`src/source/vector_settings.svh`:
```
`ifndef VECTOR_SETTINGS_SVH
`define VECTOR_SETTINGS_SVH

// Width of one vector register in bits
// Any multiple of 32 up to 256
`define VECTOR_VLEN 64

// Bytes per vector register
`define VECTOR_VLENB (`VECTOR_VLEN / 8)

`endif

```
`src/source/vector_pkg.sv`:
```
`include "vector_settings.svh"

package vector_pkg;

    // Coarse class from the core's decoder
    typedef enum logic [2:0] {
        NONE     = 3'd0,
        VECTOR   = 3'd1,
        VSETVL   = 3'd2,
        VSETVLI  = 3'd3,
        VSETIVLI = 3'd4
    } instr_class_e;

    typedef enum logic [3:0] {
        VADD    = 4'd0,
        VSUB    = 4'd1,
        VAND    = 4'd2,
        VOR     = 4'd3,
        VXOR    = 4'd4,
        VMINU   = 4'd5,
        VMAXU   = 4'd6,
        VSLL    = 4'd7,
        VSRL    = 4'd8,
        VMV_X_S = 4'd9
    } vector_op_e;

    // funct3 operand categories, RVV encodings
    typedef enum logic [2:0] {
        OPIVV = 3'b000,
        OPIVI = 3'b011,
        OPIVX = 3'b100
    } op_cat_e;

    typedef enum logic [2:0] {
        EW8  = 3'd0,
        EW16 = 3'd1,
        EW32 = 3'd2
    } vsew_e;

    typedef enum logic [2:0] {
        LMUL_1 = 3'd0,
        LMUL_2 = 3'd1,
        LMUL_4 = 3'd2,
        LMUL_8 = 3'd3
    } vlmul_e;

    typedef enum logic [1:0] {
        V_IDLE = 2'd0,
        V_EXEC = 2'd1,
        V_END  = 2'd2
    } vector_state_e;

    typedef struct packed {
        logic [25:0] zero;
        vsew_e       vsew;
        vlmul_e      vlmul;
    } vtype_t;

    typedef struct packed {
        logic [5:0] funct6;
        logic       vm;
        logic [4:0] vs2;
        logic [4:0] vs1;
        op_cat_e    funct3;
        logic [4:0] vd;
        logic [6:0] opcode;
    } arith_fmt_t;

    // Bit 30 is part of zimm for vsetvli, only the low vtype bits matter here
    typedef struct packed {
        logic [1:0] fmt;
        logic [9:0] zimm;
        logic [4:0] rs1;
        logic [2:0] funct3;
        logic [4:0] rd;
        logic [6:0] opcode;
    } config_fmt_t;

    typedef union packed {
        arith_fmt_t  arith_fmt;
        config_fmt_t config_fmt;
    } vector_instr_u;

    typedef struct packed {
        logic [`VECTOR_VLEN-1:0] first_operand;
        logic [`VECTOR_VLEN-1:0] second_operand;
    } alu_operands_t;

endpackage

```
`src/source/vector_alu.sv`:
```
`timescale 1ns/100ps
`include "vector_settings.svh"

module vector_alu (
    input  vector_pkg::alu_operands_t operands_i,
    input  vector_pkg::vector_op_e    vector_operation_i,
    input  vector_pkg::vsew_e         vsew_i,
    output logic [`VECTOR_VLEN-1:0]   result_o
);

    localparam int VLENB = `VECTOR_VLENB;

    // One lane, operands zero-extended from the lane width
    function automatic logic [31:0] lane_op(
        input logic [31:0]            a,
        input logic [31:0]            b,
        input vector_pkg::vector_op_e op,
        input int unsigned            width
    );
        logic [31:0] mask;
        logic [4:0]  shamt;
        logic [31:0] value;
        mask  = 32'hFFFF_FFFF >> (32 - width);
        // Shift amount limited to log2(SEW) bits
        shamt = 5'(b & (width - 1));
        case (op)
            vector_pkg::VADD:  value = a + b;
            vector_pkg::VSUB:  value = a - b;
            vector_pkg::VAND:  value = a & b;
            vector_pkg::VOR:   value = a | b;
            vector_pkg::VXOR:  value = a ^ b;
            vector_pkg::VMINU: value = (a < b) ? a : b;
            vector_pkg::VMAXU: value = (a > b) ? a : b;
            vector_pkg::VSLL:  value = a << shamt;
            vector_pkg::VSRL:  value = a >> shamt;
            default:           value = a;
        endcase
        return value & mask;
    endfunction

    always_comb begin
        logic [31:0] lane;
        result_o = '0;
        unique case (vsew_i)
            vector_pkg::EW8: begin
                for (int i = 0; i < VLENB; i++) begin
                    lane = lane_op(32'(operands_i.first_operand[i*8 +: 8]),
                                   32'(operands_i.second_operand[i*8 +: 8]),
                                   vector_operation_i, 8);
                    result_o[i*8 +: 8] = lane[7:0];
                end
            end
            vector_pkg::EW16: begin
                for (int i = 0; i < VLENB/2; i++) begin
                    lane = lane_op(32'(operands_i.first_operand[i*16 +: 16]),
                                   32'(operands_i.second_operand[i*16 +: 16]),
                                   vector_operation_i, 16);
                    result_o[i*16 +: 16] = lane[15:0];
                end
            end
            default: begin
                for (int i = 0; i < VLENB/4; i++) begin
                    lane = lane_op(operands_i.first_operand[i*32 +: 32],
                                   operands_i.second_operand[i*32 +: 32],
                                   vector_operation_i, 32);
                    result_o[i*32 +: 32] = lane;
                end
            end
        endcase
    end

endmodule

```
`config.mk`:
```
export PLATFORM = sky130hd
export DESIGN_NAME = vector_alu
export DESIGN_NICKNAME = d
export VERILOG_FILES = /design/src/source/vector_pkg.sv /design/src/source/vector_alu.sv
export VERILOG_INCLUDE_DIRS = /design/src /design/src/source
export SDC_FILE = /design/constraint.sdc
export NUM_CORES = 2
export LEC_CHECK = 0
export BUFFER_PORTS_ARGS = -buffer_cell sky130_fd_sc_hd__buf_4
export CORE_MARGIN = 3
export CORE_UTILIZATION = 51
export DETAILED_ROUTE_END_ITERATION = 8
export PLACE_DENSITY = 0.75
export SYNTH_ARGS = -nofsm -noshare
export SYNTH_HDL_FRONTEND = slang
export SYNTH_SLANG_ARGS = --single-unit
```
`constraint.sdc`:
```
create_clock -name vclk -period 14.3
set_clock_uncertainty 0.2 [all_clocks]
set_input_delay 2.145 -clock vclk [all_inputs]
set_output_delay 2.145 -clock vclk [all_outputs]
set_load 0.01 [all_outputs]
```
* Word-level counts from Yosys, hierarchy flattened
Cells that the tools add are included.
** Operators by class
- Mux-type cells :: 43
- Order comparisons :: 28
- Shift-type cells :: 28
- Reductions and logical operators :: 2
- Bitwise gates (word level) :: 42
- Add/sub/neg operators :: 28
- Equal/unequal tests :: 9
** Operator list (count)
- 16-bit one-hot mux with 9 select lines :: 4
- 32-bit one-hot mux with 9 select lines :: 2
- 8-bit one-hot mux with 9 select lines :: 8
- 16-bit two-way mux :: 8
- 32-bit two-way mux :: 4
- 8-bit two-way mux :: 16
- 64-bit one-hot mux with 2 select lines :: 1
- 16-bit adder :: 4
- 32-bit adder :: 2
- 8-bit adder :: 8
- 16-bit bitwise AND :: 4
- 32-bit bitwise AND :: 2
- 8-bit bitwise AND :: 8
- 16-bit greater-than comparator :: 4
- 32-bit greater-than comparator :: 2
- 8-bit greater-than comparator :: 8
- 16-bit less-than comparator :: 4
- 32-bit less-than comparator :: 2
- 8-bit less-than comparator :: 8
- 16-bit OR :: 4
- 32-bit OR :: 2
- 8-bit OR :: 8
- 16-bit by 4-bit left shift with 16-bit output :: 4
- 32-bit by 5-bit left shift with 32-bit output :: 2
- 17 further kinds :: 61
** Word-level totals
- Logic and storage cells :: 180
- Output and inout bits :: 64
- Register bits :: 0
- Bits of input ports :: 135

* Longest topological paths before layout
- Word-level depth :: 4
- Depth in mapped cells :: 17

* Worst setup path before layout
Ideal clock, no wire load.
- Kind :: input-to-output
- Start point :: in operands_i[34] (netlist bit)
- End point :: out result_o[48]
- Path buffers :: 6
- Arrival :: 5.963 ns
- Setup slack :: 5.992 ns
- Cell stages on the path :: 16
- Required time :: 11.955 ns
- Cells stage by stage :: inv_2 > buf_1 > buf_1 > clkbuf_1 > ha_1 > buf_4 > o21bai_2 > a2111oi_4 > o31ai_4 > a211oi_2 > o211a_2 > mux2i_1 > buf_2 > buf_2 > a221oi_1 > nor3_1
** On the way
- Cells in the longest elaborated chain, start to end :: 4
- Elaborated cells between the ends (all ways) :: 10
** RTL lines
- from (decl) :: RTL line vector_alu.sv:5 : input vector_pkg::alu_operands_t operands_i,
- 32-bit greater-than comparator or 32-bit less-than comparator (tied branches) :: RTL line vector_alu.sv:33, vector_alu.sv:32
- 32-bit two-way mux, on equally long branches :: RTL line vector_alu.sv:33, vector_alu.sv:32
- 32-bit one-hot mux with 9 select lines (*) :: RTL line vector_alu.sv:26 : case (op)
- 64-bit one-hot mux with 2 select lines (*) :: RTL line vector_alu.sv:44 : unique case (vsew_i)
- to (decl) :: RTL line vector_alu.sv:8 : output logic [`VECTOR_VLEN-1:0] result_o
Every way passes the cells marked *; elsewhere a longest branch is shown, timed or not.

* Worst setup path after layout
- Start point :: in operands_i[35] (netlist bit)
- End point :: out result_o[61]
Same word-level chain as after synthesis.

==> impl_metrics.env <==
export IMPL_status="complete, but fails checks"
export IMPL_violations="DRC"
export IMPL_slew_headroom_pct=18.08
export IMPL_fp_dieW_um=254.9
export IMPL_hp_class="input port to output port"
export IMPL_finalSetupTns_ns=0
export IMPL_synthCells=4689
export IMPL_n_clock_buffer=0
export IMPL_antenna_found_initial=8
export IMPL_final_nets=4812
export IMPL_die_area_um2=64960
export IMPL_avgSynthCellArea_um2=6.737
export IMPL_report_final_hold_viol_count=0
export IMPL_dp_hpwl_mm=118.8
export IMPL_io_buffer_count=199
export IMPL_first_pass_iters=9
export IMPL_startpoint_type="input port"
export IMPL_vias=42310
export IMPL_grt_setup_unrepaired="false"
export IMPL_max_slew_worst_pin_slew_ns=1.205
export IMPL_grt_overflow_total=0
export IMPL_endpoint_kind="output port"
export IMPL_ys_seq_area_share_pct=0
export IMPL_dieHeight_um=254.9
export IMPL_netlist_area_um2=31590
export IMPL_grt_first_pass_wirelength_mm=244.1
export IMPL_wl_mm=167.4
export IMPL_layout_drive_gt1_share_pct=13.25
export IMPL_ant_nets=0
export IMPL_grt_max_degree=64
export IMPL_synth_nets=5040
export IMPL_synth_warnings=0
export IMPL_cp_required_ns=11.95
export IMPL_gp_congestion=1.071
export IMPL_area_growth_pct=3.561
export IMPL_avgRoutedWirePerCell_um=31.93
export IMPL_register_area_um2=0
export IMPL_setup_violations=0
export IMPL_fin_crit_sh_pct=70.02
export IMPL_cts_setup_buffers=0
export IMPL_path_class="input port to output port"
export IMPL_ys_types=102
export IMPL_max_cap_violations=0
export IMPL_grt_usage_pct=48.50
export IMPL_avgViaCountPerCell=8.068
export IMPL_drv_slew=0
export IMPL_fmax_mhz=99.87
export IMPL_cts_hold_buf=0
export IMPL_drtIter0Drc=8691
export IMPL_cp_arrival_ns=7.67
export IMPL_num_fill_cells=6185
export IMPL_rows=90
export IMPL_fin_crit_ns=10.01
export IMPL_seq_cell_count=0
export IMPL_path_max_fanout=63
export IMPL_coreArea_um2=60810
export IMPL_num_io_pins=199
export IMPL_drc=21
export IMPL_grt_pass1_vias=37560
export IMPL_start_util_pct=51.95
export IMPL_cts_resized=0
-- worst paths after layout --
| path | from | end | slack [ns] | cells past startpoint |
|---|---|---|---|---|
| worst min-delay path | operands_i[99] | result_o[35] | 4.58 | 4 |
| worst max-delay path | operands_i[35] | result_o[61] | 4.29 | 15 |
-- layout make-up --
| cell class | count | area, µm² | share of cell area (%) |
|---|---|---|---|
| Tap cell | 782 | 978.4 | 2.991 |
| Antenna cell | 3 | 7.507 | 0.02295 |
| Timing Repair Buffer | 279 | 2095 | 6.402 |
| Inverter | 213 | 799.5 | 2.444 |
| Multi-Input combinational cell | 3967 | 28840 | 88.14 |
-- critical path, stage by stage --
cell,delay [ns]
buf_4,0.54
inv_1,0.58
ha_1,0.59
nor2_2,0.10
a2111oi_4,0.52
o31ai_4,0.18
a211oi_4,0.23
buf_4,0.45
o211a_2,0.33
mux2i_4,0.64
buf_4,0.40
a221o_1,0.20
a2111oi_0,0.06
a211oi_1,0.44
buf_4,0.20
-- synth_stat cells (76+ instances only) --
cell	n	share of area, %
nand3_1	93	1.5
ha_1	200	7.9
o21ai_0	421	6.7
inv_1	198	2.4
a21oi_1	499	7.9
buf_2	84	1.3
a211oi_1	82	1.9
nand2_1	417	5.0
mux2i_1	209	6.6
a221oi_1	104	2.9
clkbuf_1	356	4.2
nor2_1	423	5.0
o211ai_1	76	1.8
mux4_2	135	9.6
-- cell usage in the layout (no fill, tap or decap), drive strengths merged, types with 38 or more instances in the layout --
cell type	count
a21oi	502
o21ai	429
nor2	427
nand2	418
buf	279
mux2i	210
inv	206
ha	200
mux4	135
a221oi	113
nand3	93
a211oi	84
o211ai	76
nor3	74
mux2	71
a221o	70
xnor2	70
a22oi	68
a31oi	67
o221ai	61
a21o	57
o31ai	51
o22ai	43
nor4	39
o2111ai	38
-- cell families (layout without fill, tap and decap cells) --
| group | Yosys count | in the layout | share of synthesized area (%) |
|---|---|---|---|
| AOI/OAI and AO/OA | 1993 | 1993 | 42.82 |
| muxes | 416 | 416 | 18.85 |
| xor gates and xnor gates | 73 | 73 | 2.024 |
| and+or+nand+nor | 1269 | 1269 | 18.26 |
| adders and majority gates | 216 | 216 | 8.935 |
| buffers and inverters | 722 | 492 | 9.106 |
| other | 0 | 3 | 0 |
-- metal layers --
layer | track usage (%) | up-vias | share of wire (%)
li1 | - | 17560 | -
met1 | 66.11 | 19570 | 37
met2 | 67.03 | 4219 | 39
met3 | 16.65 | 943 | 17
met4 | 25.41 | 8 | 7.3
met5 | 0 | - | 0.027
-- metrics by stage --
| stage | std cells | util (%) | worst slack, ns | hold slack [ns] | area [µm²] |
|---|---|---|---|---|---|
| 2_1_floorplan | 4689 | - | 5.992 | 4.233 | 31590 |
| 3_3_place_gp | 5241 | 53.79 | 4.677 | 4.572 | 32710 |
| 3_5_place_dp | 5241 | 53.79 | 4.647 | 4.574 | 32710 |
| 4_1_cts | 5241 | 53.79 | 4.632 | 4.575 | 32710 |
| 5_1_grt | 5241 | 53.79 | 4.149 | 4.600 | 32710 |
| 6_report | 5244 | 53.80 | 4.287 | 4.585 | 32720 |
