## config.mk

```make
export PLATFORM = sky130hd
export DESIGN_NAME = vector_csrs
export DESIGN_NICKNAME = d
export VERILOG_FILES = /design/src/source/vector_pkg.sv /design/src/source/vector_csrs.sv
export VERILOG_INCLUDE_DIRS = /design/src /design/src/source
export SDC_FILE = /design/constraint.sdc
export NUM_CORES = 1
export LEC_CHECK = 0
export BUFFER_PORTS_ARGS = -buffer_cell sky130_fd_sc_hd__buf_2
export CAP_MARGIN = 20
export CORE_ASPECT_RATIO = 0.6
export CORE_MARGIN = 8
export CORE_UTILIZATION = 30
export CTS_CLUSTER_DIAMETER = 120
export CTS_CLUSTER_SIZE = 25
export DETAILED_ROUTE_END_ITERATION = 6
export SLEW_MARGIN = 20
export SYNTH_ARGS = -nofsm -noshare
export SYNTH_HDL_FRONTEND = slang
export SYNTH_SLANG_ARGS = --single-unit
```

## constraint.sdc

```tcl
create_clock -name clk -period 9.35 [get_ports clk]
set_clock_uncertainty 0.2 [all_clocks]
set_input_delay 1.4025 -clock clk [delete_from_list [all_inputs] [get_ports clk]]
set_output_delay 1.4025 -clock clk [all_outputs]
set_load 0.03 [all_outputs]
```

## src/source/vector_settings.svh

```systemverilog
`ifndef VECTOR_SETTINGS_SVH
`define VECTOR_SETTINGS_SVH

// Width of one vector register in bits
// Any multiple of 32 up to 256
`define VECTOR_VLEN 64

// Bytes per vector register
`define VECTOR_VLENB (`VECTOR_VLEN / 8)

`endif

```

## src/source/vector_pkg.sv

```systemverilog
`include "vector_settings.svh"

package vector_pkg;

    // Coarse class from the core's decoder
    typedef enum logic [2:0] {
        NONE     = 3'd0,
        VECTOR   = 3'd1,
        VSETVL   = 3'd2,
        VSETVLI  = 3'd3,
        VSETIVLI = 3'd4
    } instr_class_e;

    typedef enum logic [3:0] {
        VADD    = 4'd0,
        VSUB    = 4'd1,
        VAND    = 4'd2,
        VOR     = 4'd3,
        VXOR    = 4'd4,
        VMINU   = 4'd5,
        VMAXU   = 4'd6,
        VSLL    = 4'd7,
        VSRL    = 4'd8,
        VMV_X_S = 4'd9
    } vector_op_e;

    // funct3 operand categories, RVV encodings
    typedef enum logic [2:0] {
        OPIVV = 3'b000,
        OPIVI = 3'b011,
        OPIVX = 3'b100
    } op_cat_e;

    typedef enum logic [2:0] {
        EW8  = 3'd0,
        EW16 = 3'd1,
        EW32 = 3'd2
    } vsew_e;

    typedef enum logic [2:0] {
        LMUL_1 = 3'd0,
        LMUL_2 = 3'd1,
        LMUL_4 = 3'd2,
        LMUL_8 = 3'd3
    } vlmul_e;

    typedef enum logic [1:0] {
        V_IDLE = 2'd0,
        V_EXEC = 2'd1,
        V_END  = 2'd2
    } vector_state_e;

    typedef struct packed {
        logic [25:0] zero;
        vsew_e       vsew;
        vlmul_e      vlmul;
    } vtype_t;

    typedef struct packed {
        logic [5:0] funct6;
        logic       vm;
        logic [4:0] vs2;
        logic [4:0] vs1;
        op_cat_e    funct3;
        logic [4:0] vd;
        logic [6:0] opcode;
    } arith_fmt_t;

    // Bit 30 is part of zimm for vsetvli, only the low vtype bits matter here
    typedef struct packed {
        logic [1:0] fmt;
        logic [9:0] zimm;
        logic [4:0] rs1;
        logic [2:0] funct3;
        logic [4:0] rd;
        logic [6:0] opcode;
    } config_fmt_t;

    typedef union packed {
        arith_fmt_t  arith_fmt;
        config_fmt_t config_fmt;
    } vector_instr_u;

    typedef struct packed {
        logic [`VECTOR_VLEN-1:0] first_operand;
        logic [`VECTOR_VLEN-1:0] second_operand;
    } alu_operands_t;

endpackage

```

## src/source/vector_csrs.sv

```systemverilog
`timescale 1ns/100ps
`include "vector_settings.svh"

module vector_csrs (
    input  logic                      clk,
    input  logic                      reset_n,

    input  logic                      config_write_i,
    input  vector_pkg::instr_class_e  instruction_class_i,
    input  vector_pkg::vector_instr_u instruction_i,
    input  logic [31:0]               op1_scalar_i,
    input  logic [31:0]               op2_scalar_i,

    output vector_pkg::vtype_t        vtype_o,
    output vector_pkg::vsew_e         vsew_o,
    output vector_pkg::vlmul_e        vlmul_o,
    output logic [31:0]               vl_o,
    output logic [31:0]               vl_next_o
);

    logic [31:0]        vtype_source;
    vector_pkg::vtype_t vtype_next;
    logic [31:0]        vlmax;
    logic [31:0]        avl;

    // vsetvl reads vtype from rs2, the immediate forms from zimm
    assign vtype_source = (instruction_class_i == vector_pkg::VSETVL)
                        ? op2_scalar_i
                        : 32'(instruction_i.config_fmt.zimm);

    always_comb begin
        vtype_next       = '0;
        vtype_next.vsew  = vector_pkg::vsew_e'(vtype_source[5:3]);
        vtype_next.vlmul = vector_pkg::vlmul_e'(vtype_source[2:0]);
    end

    // (VLEN / SEW) * LMUL
    assign vlmax = (32'(`VECTOR_VLEN) >> (32'(vtype_next.vsew) + 32'd3)) << vtype_next.vlmul;

    always_comb begin
        if (instruction_class_i == vector_pkg::VSETIVLI)
            avl = 32'(instruction_i.config_fmt.rs1);
        else if (instruction_i.config_fmt.rs1 == 5'd0)
            avl = vlmax;
        else
            avl = op1_scalar_i;
    end

    assign vl_next_o = (avl < vlmax) ? avl : vlmax;

    always_ff @(posedge clk or negedge reset_n) begin
        if (!reset_n) begin
            vtype_o <= '0;
            vl_o    <= '0;
        end
        else if (config_write_i) begin
            vtype_o <= vtype_next;
            vl_o    <= vl_next_o;
        end
    end

    assign vsew_o  = vtype_o.vsew;
    assign vlmul_o = vtype_o.vlmul;

endmodule

```

-- Word level (Yosys, flattened, before mapping)
Index checks and enable logic that the tools add are counted.
- register bits: 38
- bits of input ports: 102
- word-level logic and storage cells: 14
- add/subtract/negate cells: 1
- magnitude comparators: 1
- eq/ne operators: 2
- shift-type cells: 2
- muxes and demuxes: 4
- reductions and logical operators: 1
- operators by type and width (kind ; count):
    2-to-1 mux 32 bit ; 3
    < comparator 32 bit ; 1
    left shift 32 x 3 -> 32 bit ; 1
    >> shifter 7 x 4 -> 32 bit (first input constant) ; 1
    2-to-1 mux 6 bit ; 1
    zero test 5 bit ; 1
    adder 3 x 2 -> 4 bit (second input constant) ; 1
    == test 3 x 2 -> 1 bit (second input constant) ; 1
    == test 3 bit (second input constant) ; 1

-- Logic depth before layout (Yosys ltp)
Gate-level depths: netlist of the first run.
- word-level depth: 9
- gate-level depth with buffers: 18

-- Least setup slack after synthesis of the first run
Ideal clock, no wire load.
- path type: input -> output
- start point: input port instruction_class_i[2]
- end point: output port vl_next_o[1]
- data arrival time: 5.356 ns
- data required time: 7.747 ns
- slack: 2.391 ns
- stages: 16
- cells stage by stage: or3b_1 buf_2 or3_4 a21o_1 or3_1 nor2_1 a21oi_1 a21oi_1 ha_1 a211o_1 a221o_1 a21oi_1 o21ai_0 buf_2 o2bb2ai_1 nor3b_1
- cells in the longest elaborated chain, start to end: 9
- elaborated cells on any way between the ends: 10
- ends and longest elaborated chain (item ; RTL line ; text):
    start: declaration ; vector_csrs.sv:9 ; input vector_pkg::instr_class_e instruction_class_i,
    == test 3 x 2 -> 1 bit ; vector_csrs.sv:27 ; assign vtype_source = (instruction_class_i == vector_pkg::VSETVL)
    2-to-1 mux 6 bit ; vector_csrs.sv:28 ; ? op2_scalar_i
    adder 3 x 2 -> 4 bit ; vector_csrs.sv:38 ; assign vlmax = (32'(`VECTOR_VLEN) >> (32'(vtype_next.vsew) + 32'd3)) << vtype_next.vlmul;
    >> shifter 7 x 4 -> 32 bit ; vector_csrs.sv:38 ;
    left shift 32 x 3 -> 32 bit ; vector_csrs.sv:38 ;
    2-to-1 mux 32 bit ; vector_csrs.sv:43 ; else if (instruction_i.config_fmt.rs1 == 5'd0)
    2-to-1 mux 32 bit ; vector_csrs.sv:41 ; if (instruction_class_i == vector_pkg::VSETIVLI)
    < comparator 32 bit ; vector_csrs.sv:49 ; assign vl_next_o = (avl < vlmax) ? avl : vlmax;
    2-to-1 mux 32 bit (*) ; vector_csrs.sv:49 ;
    end: declaration ; vector_csrs.sv:18 ; output logic [31:0] vl_next_o
Every way passes the cells marked *; elsewhere a longest branch is shown, timed or not.

-- Worst setup path after layout of the first run
- start point: input port instruction_class_i[2]
- end point: output port vl_next_o[4]
Same word-level chain as after synthesis.

==> out/results.tsv, run 1 <==
metric	value	unit
Core Util, Final	37.0	%
critical path launch point type	input port	
Relative slew margins	42.9	%
# H-tree levels	2	
worst slack, placed	1.94	ns
leak pwr	0.00187	uW
Slew Limit Fails	0	
Min-Delay Path Depth	1	
clock transition at the registers of the reported paths	0.06	ns
power share of the combinational group	30.4	%
routed wire length per instance	16.2	um
post-route ant nets	0	
post-placement cell count	583	
DPL Wire Length	7830	um
Reg2Reg Depth	2	
Pwr Density	135	mW/mm2
Post-synth EDFFs	0	
post-synthesis sequential area ratio	31.3	%
DRC	0	
Hold Crit Class	flip-flop to flip-flop	
Die Width	146	um
drt via density	4.78	
CP Capture Type	output pin	
CTS buffer count	5	
total track usage	13.8	%
Clk Latency, worst-skew pair	0.27	ns
final net count	567	
vias	2827	
fin cells	591	
clk root buf	clkbuf_16	
FFs w/ async S/R, synth	100	%
synthesis warning total	0	
top cells by area, synth	dfrtp_1 31%, buf_4 13%, nor2b_1 6.8%, nand2_1 4.3%, ha_1 4.1%	
initial antenna violation count	0	
Final Hold Viols	0	
period utilization	79.8	%
most frequent cell after synthesis	buf_4	
crit path DAT	5.86	ns
Final setup viols	0	
Area after DPL	0.00349	mm2
final WL	9590	um
row cnt	28	
CTS Buffer Depth	2	
vias in the first global route	2815	
Final Wtd Congestion	0.926	
status	finished clean	
die area	0.0137	mm2
Synth top cells by count	53 x buf_4, 38 x dfrtp_1, 35 x nand2_1	
CTS Hold Bufs	0	
switching part of the total	35.2	%
RSZ-0062 raised after global routing	false	
number of synthesized register bits	38	
chip height	93.9	um
clock net sink count	38	
Core Area	0.00984	mm2
share of layout cells above drive strength 1	29.8	%
global route overflow	0	
ANT cells	0	
switching pwr	174	uW
# IOs	204	
setup bufs post-CTS	0	
Int Power	319	uW
Starting Density	30.8	%
Total Neg Setup Slack	0	ns
share of the synthesized area in the top cell type	31.3	%
CTS tree	built	
Initial DRT Pass Iterations	5	
drt initial violations	255	
Mapped Area	0.00304	mm2
syn_area_per_cell	8.48	um2
Final WS setup	1.88	ns
Clk pwr share	34.1	%
WP data required	7.75	ns
number of max-cap violations	0	
Achievable Freq	0.134	GHz
first-pass GRT wire length	15200	um
# port buffers	109	
Final Instance Area	0.00364	mm2
synthesized instance count	358	
CTS resizes	0	
Final min period	7.47	ns
post-synth cell types	49	
critical path type	input port to output pin	
Synth Flop Type	dfrtp_1	
Seq pwr share	35.5	%
largest net degree at the start of global routing	44	
post-synth top area cell	dfrtp_1	
VDD IR-drop max	71.9	uV
CP max FO	18	
area grow syn2layout	19.9	%
Worst-Margin Slew	0.857	ns
cell families after synthesis:
group,synth area share [%]
adder cells (fa/ha/maj),4.12
multiplexers,6.60
AO/OA/AOI/OAI,16.4
other,0.124
buffers and inverters,16.3
AND/OR/NAND/NOR,24.6
flip-flops,31.3
XOR/XNOR,0.577
per-stage QoR:
| stage | hold slack, ns | total power (uW) |
|---|---|---|
| global placement | 0.277 | 324 |
| finish | 0.283 | 493 |
| CTS | 0.289 | 498 |
| detailed placement | 0.272 | 326 |
| global route | 0.303 | 521 |
| floorplan | 0.468 | 299 |
power by group through the flow:
stage	Combinational, uW	Clock (uW)	Sequential [uW]
after global placement	147	0	178
after detailed placement	148	0	178
after floorplan	108	0	191
final	150	168	175
after global routing	163	182	176
after CTS	149	174	175
registers in the layout, summed over array words and instances (netlist names):
name / cells
vlmul_o: 3
vsew_o: 3
vl_o: 32
layer usage:
| metal | global-route usage, % | vias up | routed length (um) |
|---|---|---|---|
| met3 | 6.25 | 3 | 1150 |
| met4 | 1.03 | 0 | 19 |
| met5 | 0 | - | 0 |
| li1 | - | 1354 | - |
| met2 | 20.6 | 137 | 3960 |
| met1 | 18.5 | 1333 | 4470 |
cells in the final DEF (no fill, tap or decap), types with 2 or more instances in the layout:
cell type	instances
mux2i_1	11
a211oi_1	6
mux2_2	8
nor2b_1	33
nand2b_1	2
nor3b_1	5
a31oi_1	6
o211ai_1	8
nand4_1	3
buf_2	109
or4_1	4
a21oi_1	18
o21ai_0	6
buf_4	4
nor2_1	27
ha_1	10
inv_1	9
nor3_1	6
or3_1	4
o31ai_1	3
o22ai_1	4
nand3_1	7
nor4_1	6
o2bb2ai_1	5
a21o_1	2
dfrtp_1	38
conb_1	47
o211a_1	2
xnor2_1	2
clkbuf_16	5
nand2_1	35
area by class of cell:
| class | count | area [um2] |
|---|---|---|
| Inverter | 9 | 33.8 |
| Sequential cell | 38 | 951 |
| Tap cell | 135 | 169 |
| Clock buffer | 7 | 143 |
| Clock inverter | 1 | 5.00 |
| Timing Repair Buffer | 113 | 576 |
| Fill cell | 1062 | 6210 |
| Multi-Input combinational cell | 288 | 1760 |
worst max-delay path, stage by stage:
cell,delay (ns)
buf_2,0.11
or3b_1,0.68
or3_4,0.52
a21o_1,0.20
or3_1,0.45
nor2_1,0.12
a21oi_1,0.05
a21oi_1,0.19
ha_1,0.26
a211o_1,0.26
a221o_1,0.32
and3b_1,0.23
nor3_4,0.40
o22ai_1,0.18
a211oi_1,0.22
buf_2,0.24
final timing paths:
check,endpoint,slack [ns],startpoint
min in group asynchronous,vl_o[23]$_DFFE_PN0P_,1.04,reset_n
hold / removal,vl_o[3]$_DFFE_PN0P_,0.28,vl_o[3]$_DFFE_PN0P_
setup reg to reg,vl_o[8]$_DFFE_PN0P_,8.39,vl_o[8]$_DFFE_PN0P_
setup / recovery,vl_next_o[4],1.88,instruction_class_i[2]
max in group asynchronous,vl_o[30]$_DFFE_PN0P_,7.37,reset_n
hold reg to reg,vl_o[3]$_DFFE_PN0P_,0.28,vl_o[3]$_DFFE_PN0P_
(Power assumes the default switching activity.)
==> inputs of run 2 (changes only) <==
--- a/config.mk
+++ b/config.mk
@@ -6,6 +6,7 @@
 export SDC_FILE = /design/constraint.sdc
 export NUM_CORES = 1
 export LEC_CHECK = 0
+export ABC_AREA = 1
 export BUFFER_PORTS_ARGS = -buffer_cell sky130_fd_sc_hd__buf_2
 export CAP_MARGIN = 20
 export CORE_ASPECT_RATIO = 0.6
==> constraint.sdc (replaced) <==
create_clock -name clk -period 6 [get_ports clk]
set_clock_uncertainty 0.2 [all_clocks]
set_input_delay 0.9 -clock clk [delete_from_list [all_inputs] [get_ports clk]]
set_output_delay 0.9 -clock clk [all_outputs]
set_load 0.03 [all_outputs]
==> run 2 against run 1 <==
Net effect: non-clock buffer count is 3 lower; die area decreased by 4.9%; critical path type unchanged; combinational power grew 51%; highest routed layer is now met3; hold slack got worse by 0.0088 ns; cell count rose by 6.4%; design area shrank 5.4%; global-route usage decreased by 1.3 points; largest power group unchanged; sequential power is 56% higher; clock power up 54%; largest cell class unchanged; sequential cell count is the same; first-iteration DRC count shrank 43%.
==> out/results.tsv, run 2 <==
metric	value	unit	change
DRC	0		unchanged
# IOs	204		unchanged
leak pwr	0.00204	uW	+9.2%
Final setup viols	0		unchanged
Die Width	142	um	-2.6%
global route overflow	0		unchanged
Crit path max-delay family	simple AND/OR/NAND/NOR gates		
Hold Crit Class	flip-flop to flip-flop		
Final Wtd Congestion	0.842		-9.0%
switching pwr	266	uW	+53%
CP Capture Type	output pin		
crit path buf inv count	5		+3
# H-tree levels	2		unchanged
Relative slew margins	43.1	%	+0.27 points
CTS resizes	0		unchanged
drt via density	4.11		-14%
die area	0.0130	mm2	-4.9%
clk root buf	clkbuf_16		
Initial DRT Pass Iterations	4		-1
Synth Flop Type	dfrtp_1		
most used cell, CP	nand2_1		
met3 GRT Util	5.59	%	-0.67 points
CTS Buffer Depth	2		unchanged
Area after DPL	0.00330	mm2	-5.6%
row cnt	27		-3.6%
Total Neg Setup Slack	0	ns	unchanged
number of cells on the critical path	25		+9
Clk pwr share	34.1	%	about the same
syn_area_per_cell	7.19	um2	-15%
synthesis warning total	0		unchanged
vias	2583		-8.6%
chip height	91.7	um	-2.4%
clock net sink count	38		unchanged
share of the synthesized area in the top cell type	33.2	%	+1.9 points
period utilization	88.8	%	
largest net degree at the start of global routing	39		-11%
number of max-cap violations	0		unchanged
Final Hold Viols	0		unchanged
CTS buffer count	5		unchanged
status	finished clean		
share of layout cells above drive strength 1	29.5	%	-0.37 points
most flop-heavy register	vl_o		
Starting Density	31.0	%	+0.19 points
commonest non-fill, non-tap cell in the layout	buf_2		
Post-synth EDFFs	0		unchanged
routed wire length per instance	13.2	um	-18%
Final min period	5.33	ns	
Min-Delay Path Depth	2		+1
post-synth top area cell	dfrtp_1		
Synth top cells by count	83 x nand2_1, 57 x inv_1, 53 x buf_4		
post-route ant nets	0		unchanged
WP data required	4.90	ns	-2.85 ns
# port buffers	109		unchanged
final net count	610		+7.6%
clock transition at the registers of the reported paths	0.05	ns	about the same
total track usage	12.5	%	-1.3 points
switching part of the total	35.1	%	-0.083 points
Achievable Freq	0.188	GHz	
FFs w/ async S/R, synth	100	%	unchanged
ANT cells	0		unchanged
vias in the first global route	2653		-5.8%
Reg2Reg Depth	2		unchanged
M1 GR Usage	16.6	%	-1.8 points
synthesized instance count	398		+11%
RSZ-0062 raised after global routing	false		
commonest cells after routing, fill and taps aside	109 x buf_2, 83 x nand2_1, 57 x inv_1, 47 x conb_1, 39 x nor2_1		
Clk Latency, worst-skew pair	0.27	ns	about the same
setup bufs post-CTS	0		unchanged
Pwr Density	220	mW/mm2	+62%
first-pass GRT wire length	13200	um	-13%
met2 Track Usage GR	18.9	%	-1.7 points
area grow syn2layout	20.3	%	
Slew Limit Fails	0		unchanged
most frequent cell after synthesis	nand2_1		
Int Power	491	uW	+54%
initial antenna violation count	0		unchanged
number of synthesized register bits	38		unchanged
drt initial violations	145		-43%
DPL Wire Length	6820	um	-13%
CP max stage delay	0.29	ns	-0.39 ns
critical path launch point type	input port		
final WL	8320	um	-13%
power share of the combinational group	29.9	%	-0.5 points
Mapped Area	0.00286	mm2	-5.7%
post-synth cell types	35		-29%
Seq pwr share	36.0	%	+0.5 points
busiest grt layer	met2		
VDD IR-drop max	99.9	uV	+39%
CP max FO	12		-6
critical path type	input port to output pin		
CTS Hold Bufs	0		unchanged
max reg flops	32		unchanged
Worst-Margin Slew	0.853	ns	-0.00398 ns
crit path DAT	4.23	ns	-1.63 ns
Core Area	0.00922	mm2	-6.3%
top cells by area, synth	dfrtp_1 33%, buf_4 14%, nand2_1 11%, inv_1 7.5%, nor2_1 5.1%		
post-synthesis sequential area ratio	33.2	%	+1.9 points
CTS tree	built		
Final Instance Area	0.00344	mm2	-5.4%
Crit-path slowest cell	ha_1		
## run 2: final cells by class
class                      count  area (um2)
clock buffer                   7         143
clock inverter                 1        5.00
fill                        1033        5780
inverter                      64         240
multi-input combinational    279        1390
sequential                    38         951
tap                          130         163
timing repair buffer         110         553
## run 2: worst reg2reg max path: stages, from the launching register on
cell and delay, ns:
dfrtp_1 0.40, nand2_1 0.07, o21ai_0 0.09
## run 2: routing by layer
metal	vias up	part of all wire, %
li1	1326	-
met1	1155	48
met2	102	41
met3	0	11
met4	0	0
met5	-	0
## run 2: logic make-up (layout without fill, tap and decap cells)
| kind of cell | count (synthesis) | count (layout) | share of synthesized area, % |
|---|---|---|---|
| buffers and inverters | 127 | 182 | 24.3 |
| other | 1 | 47 | 0.131 |
| AND/OR/NAND/NOR | 185 | 185 | 29.3 |
| AO/OA/AOI/OAI | 37 | 37 | 8.70 |
| adder cells (fa/ha/maj) | 10 | 10 | 4.37 |
| flip-flops | 38 | 38 | 33.2 |
## run 2: power by group through the flow
stage	sequential [uW]	clock (uW)	combinational (uW)
finish	273	258	226
global route	274	284	249
CTS	273	273	227
detailed placement	277	0	226
global placement	277	0	223
floorplan	297	0	170
## run 2: path summary, 6_finish.rpt
kind	start	to	slack (ns)
min reg2reg	vl_o[1]$_DFFE_PN0P_	vl_o[1]$_DFFE_PN0P_	0.27
max reg2reg	vlmul_o[1]$_DFFE_PN0P_	vlmul_o[1]$_DFFE_PN0P_	5.09
max in group asynchronous	reset_n	vl_o[17]$_DFFE_PN0P_	4.53
min in group asynchronous	reset_n	vl_o[31]$_DFFE_PN0P_	0.53
min	vl_o[1]$_DFFE_PN0P_	vl_o[1]$_DFFE_PN0P_	0.27
max	instruction_class_i[2]	vl_next_o[0]	0.67
## run 2: per-stage QoR
| step | util, % | hold slack, ns | cells | total power (uW) | setup slack (ns) |
|---|---|---|---|---|---|
| final | 37.3 | 0.274 | 629 | 757 | 0.670 |
| after global routing | 37.3 | 0.301 | 629 | 807 | 0.361 |
| after CTS | 37.3 | 0.280 | 629 | 772 | 0.666 |
| after detailed placement | 35.7 | 0.266 | 621 | 503 | 0.673 |
| after global placement | 35.7 | 0.264 | 621 | 500 | 0.770 |
| after floorplan | - | 0.404 | 444 | 467 | 1.59 |
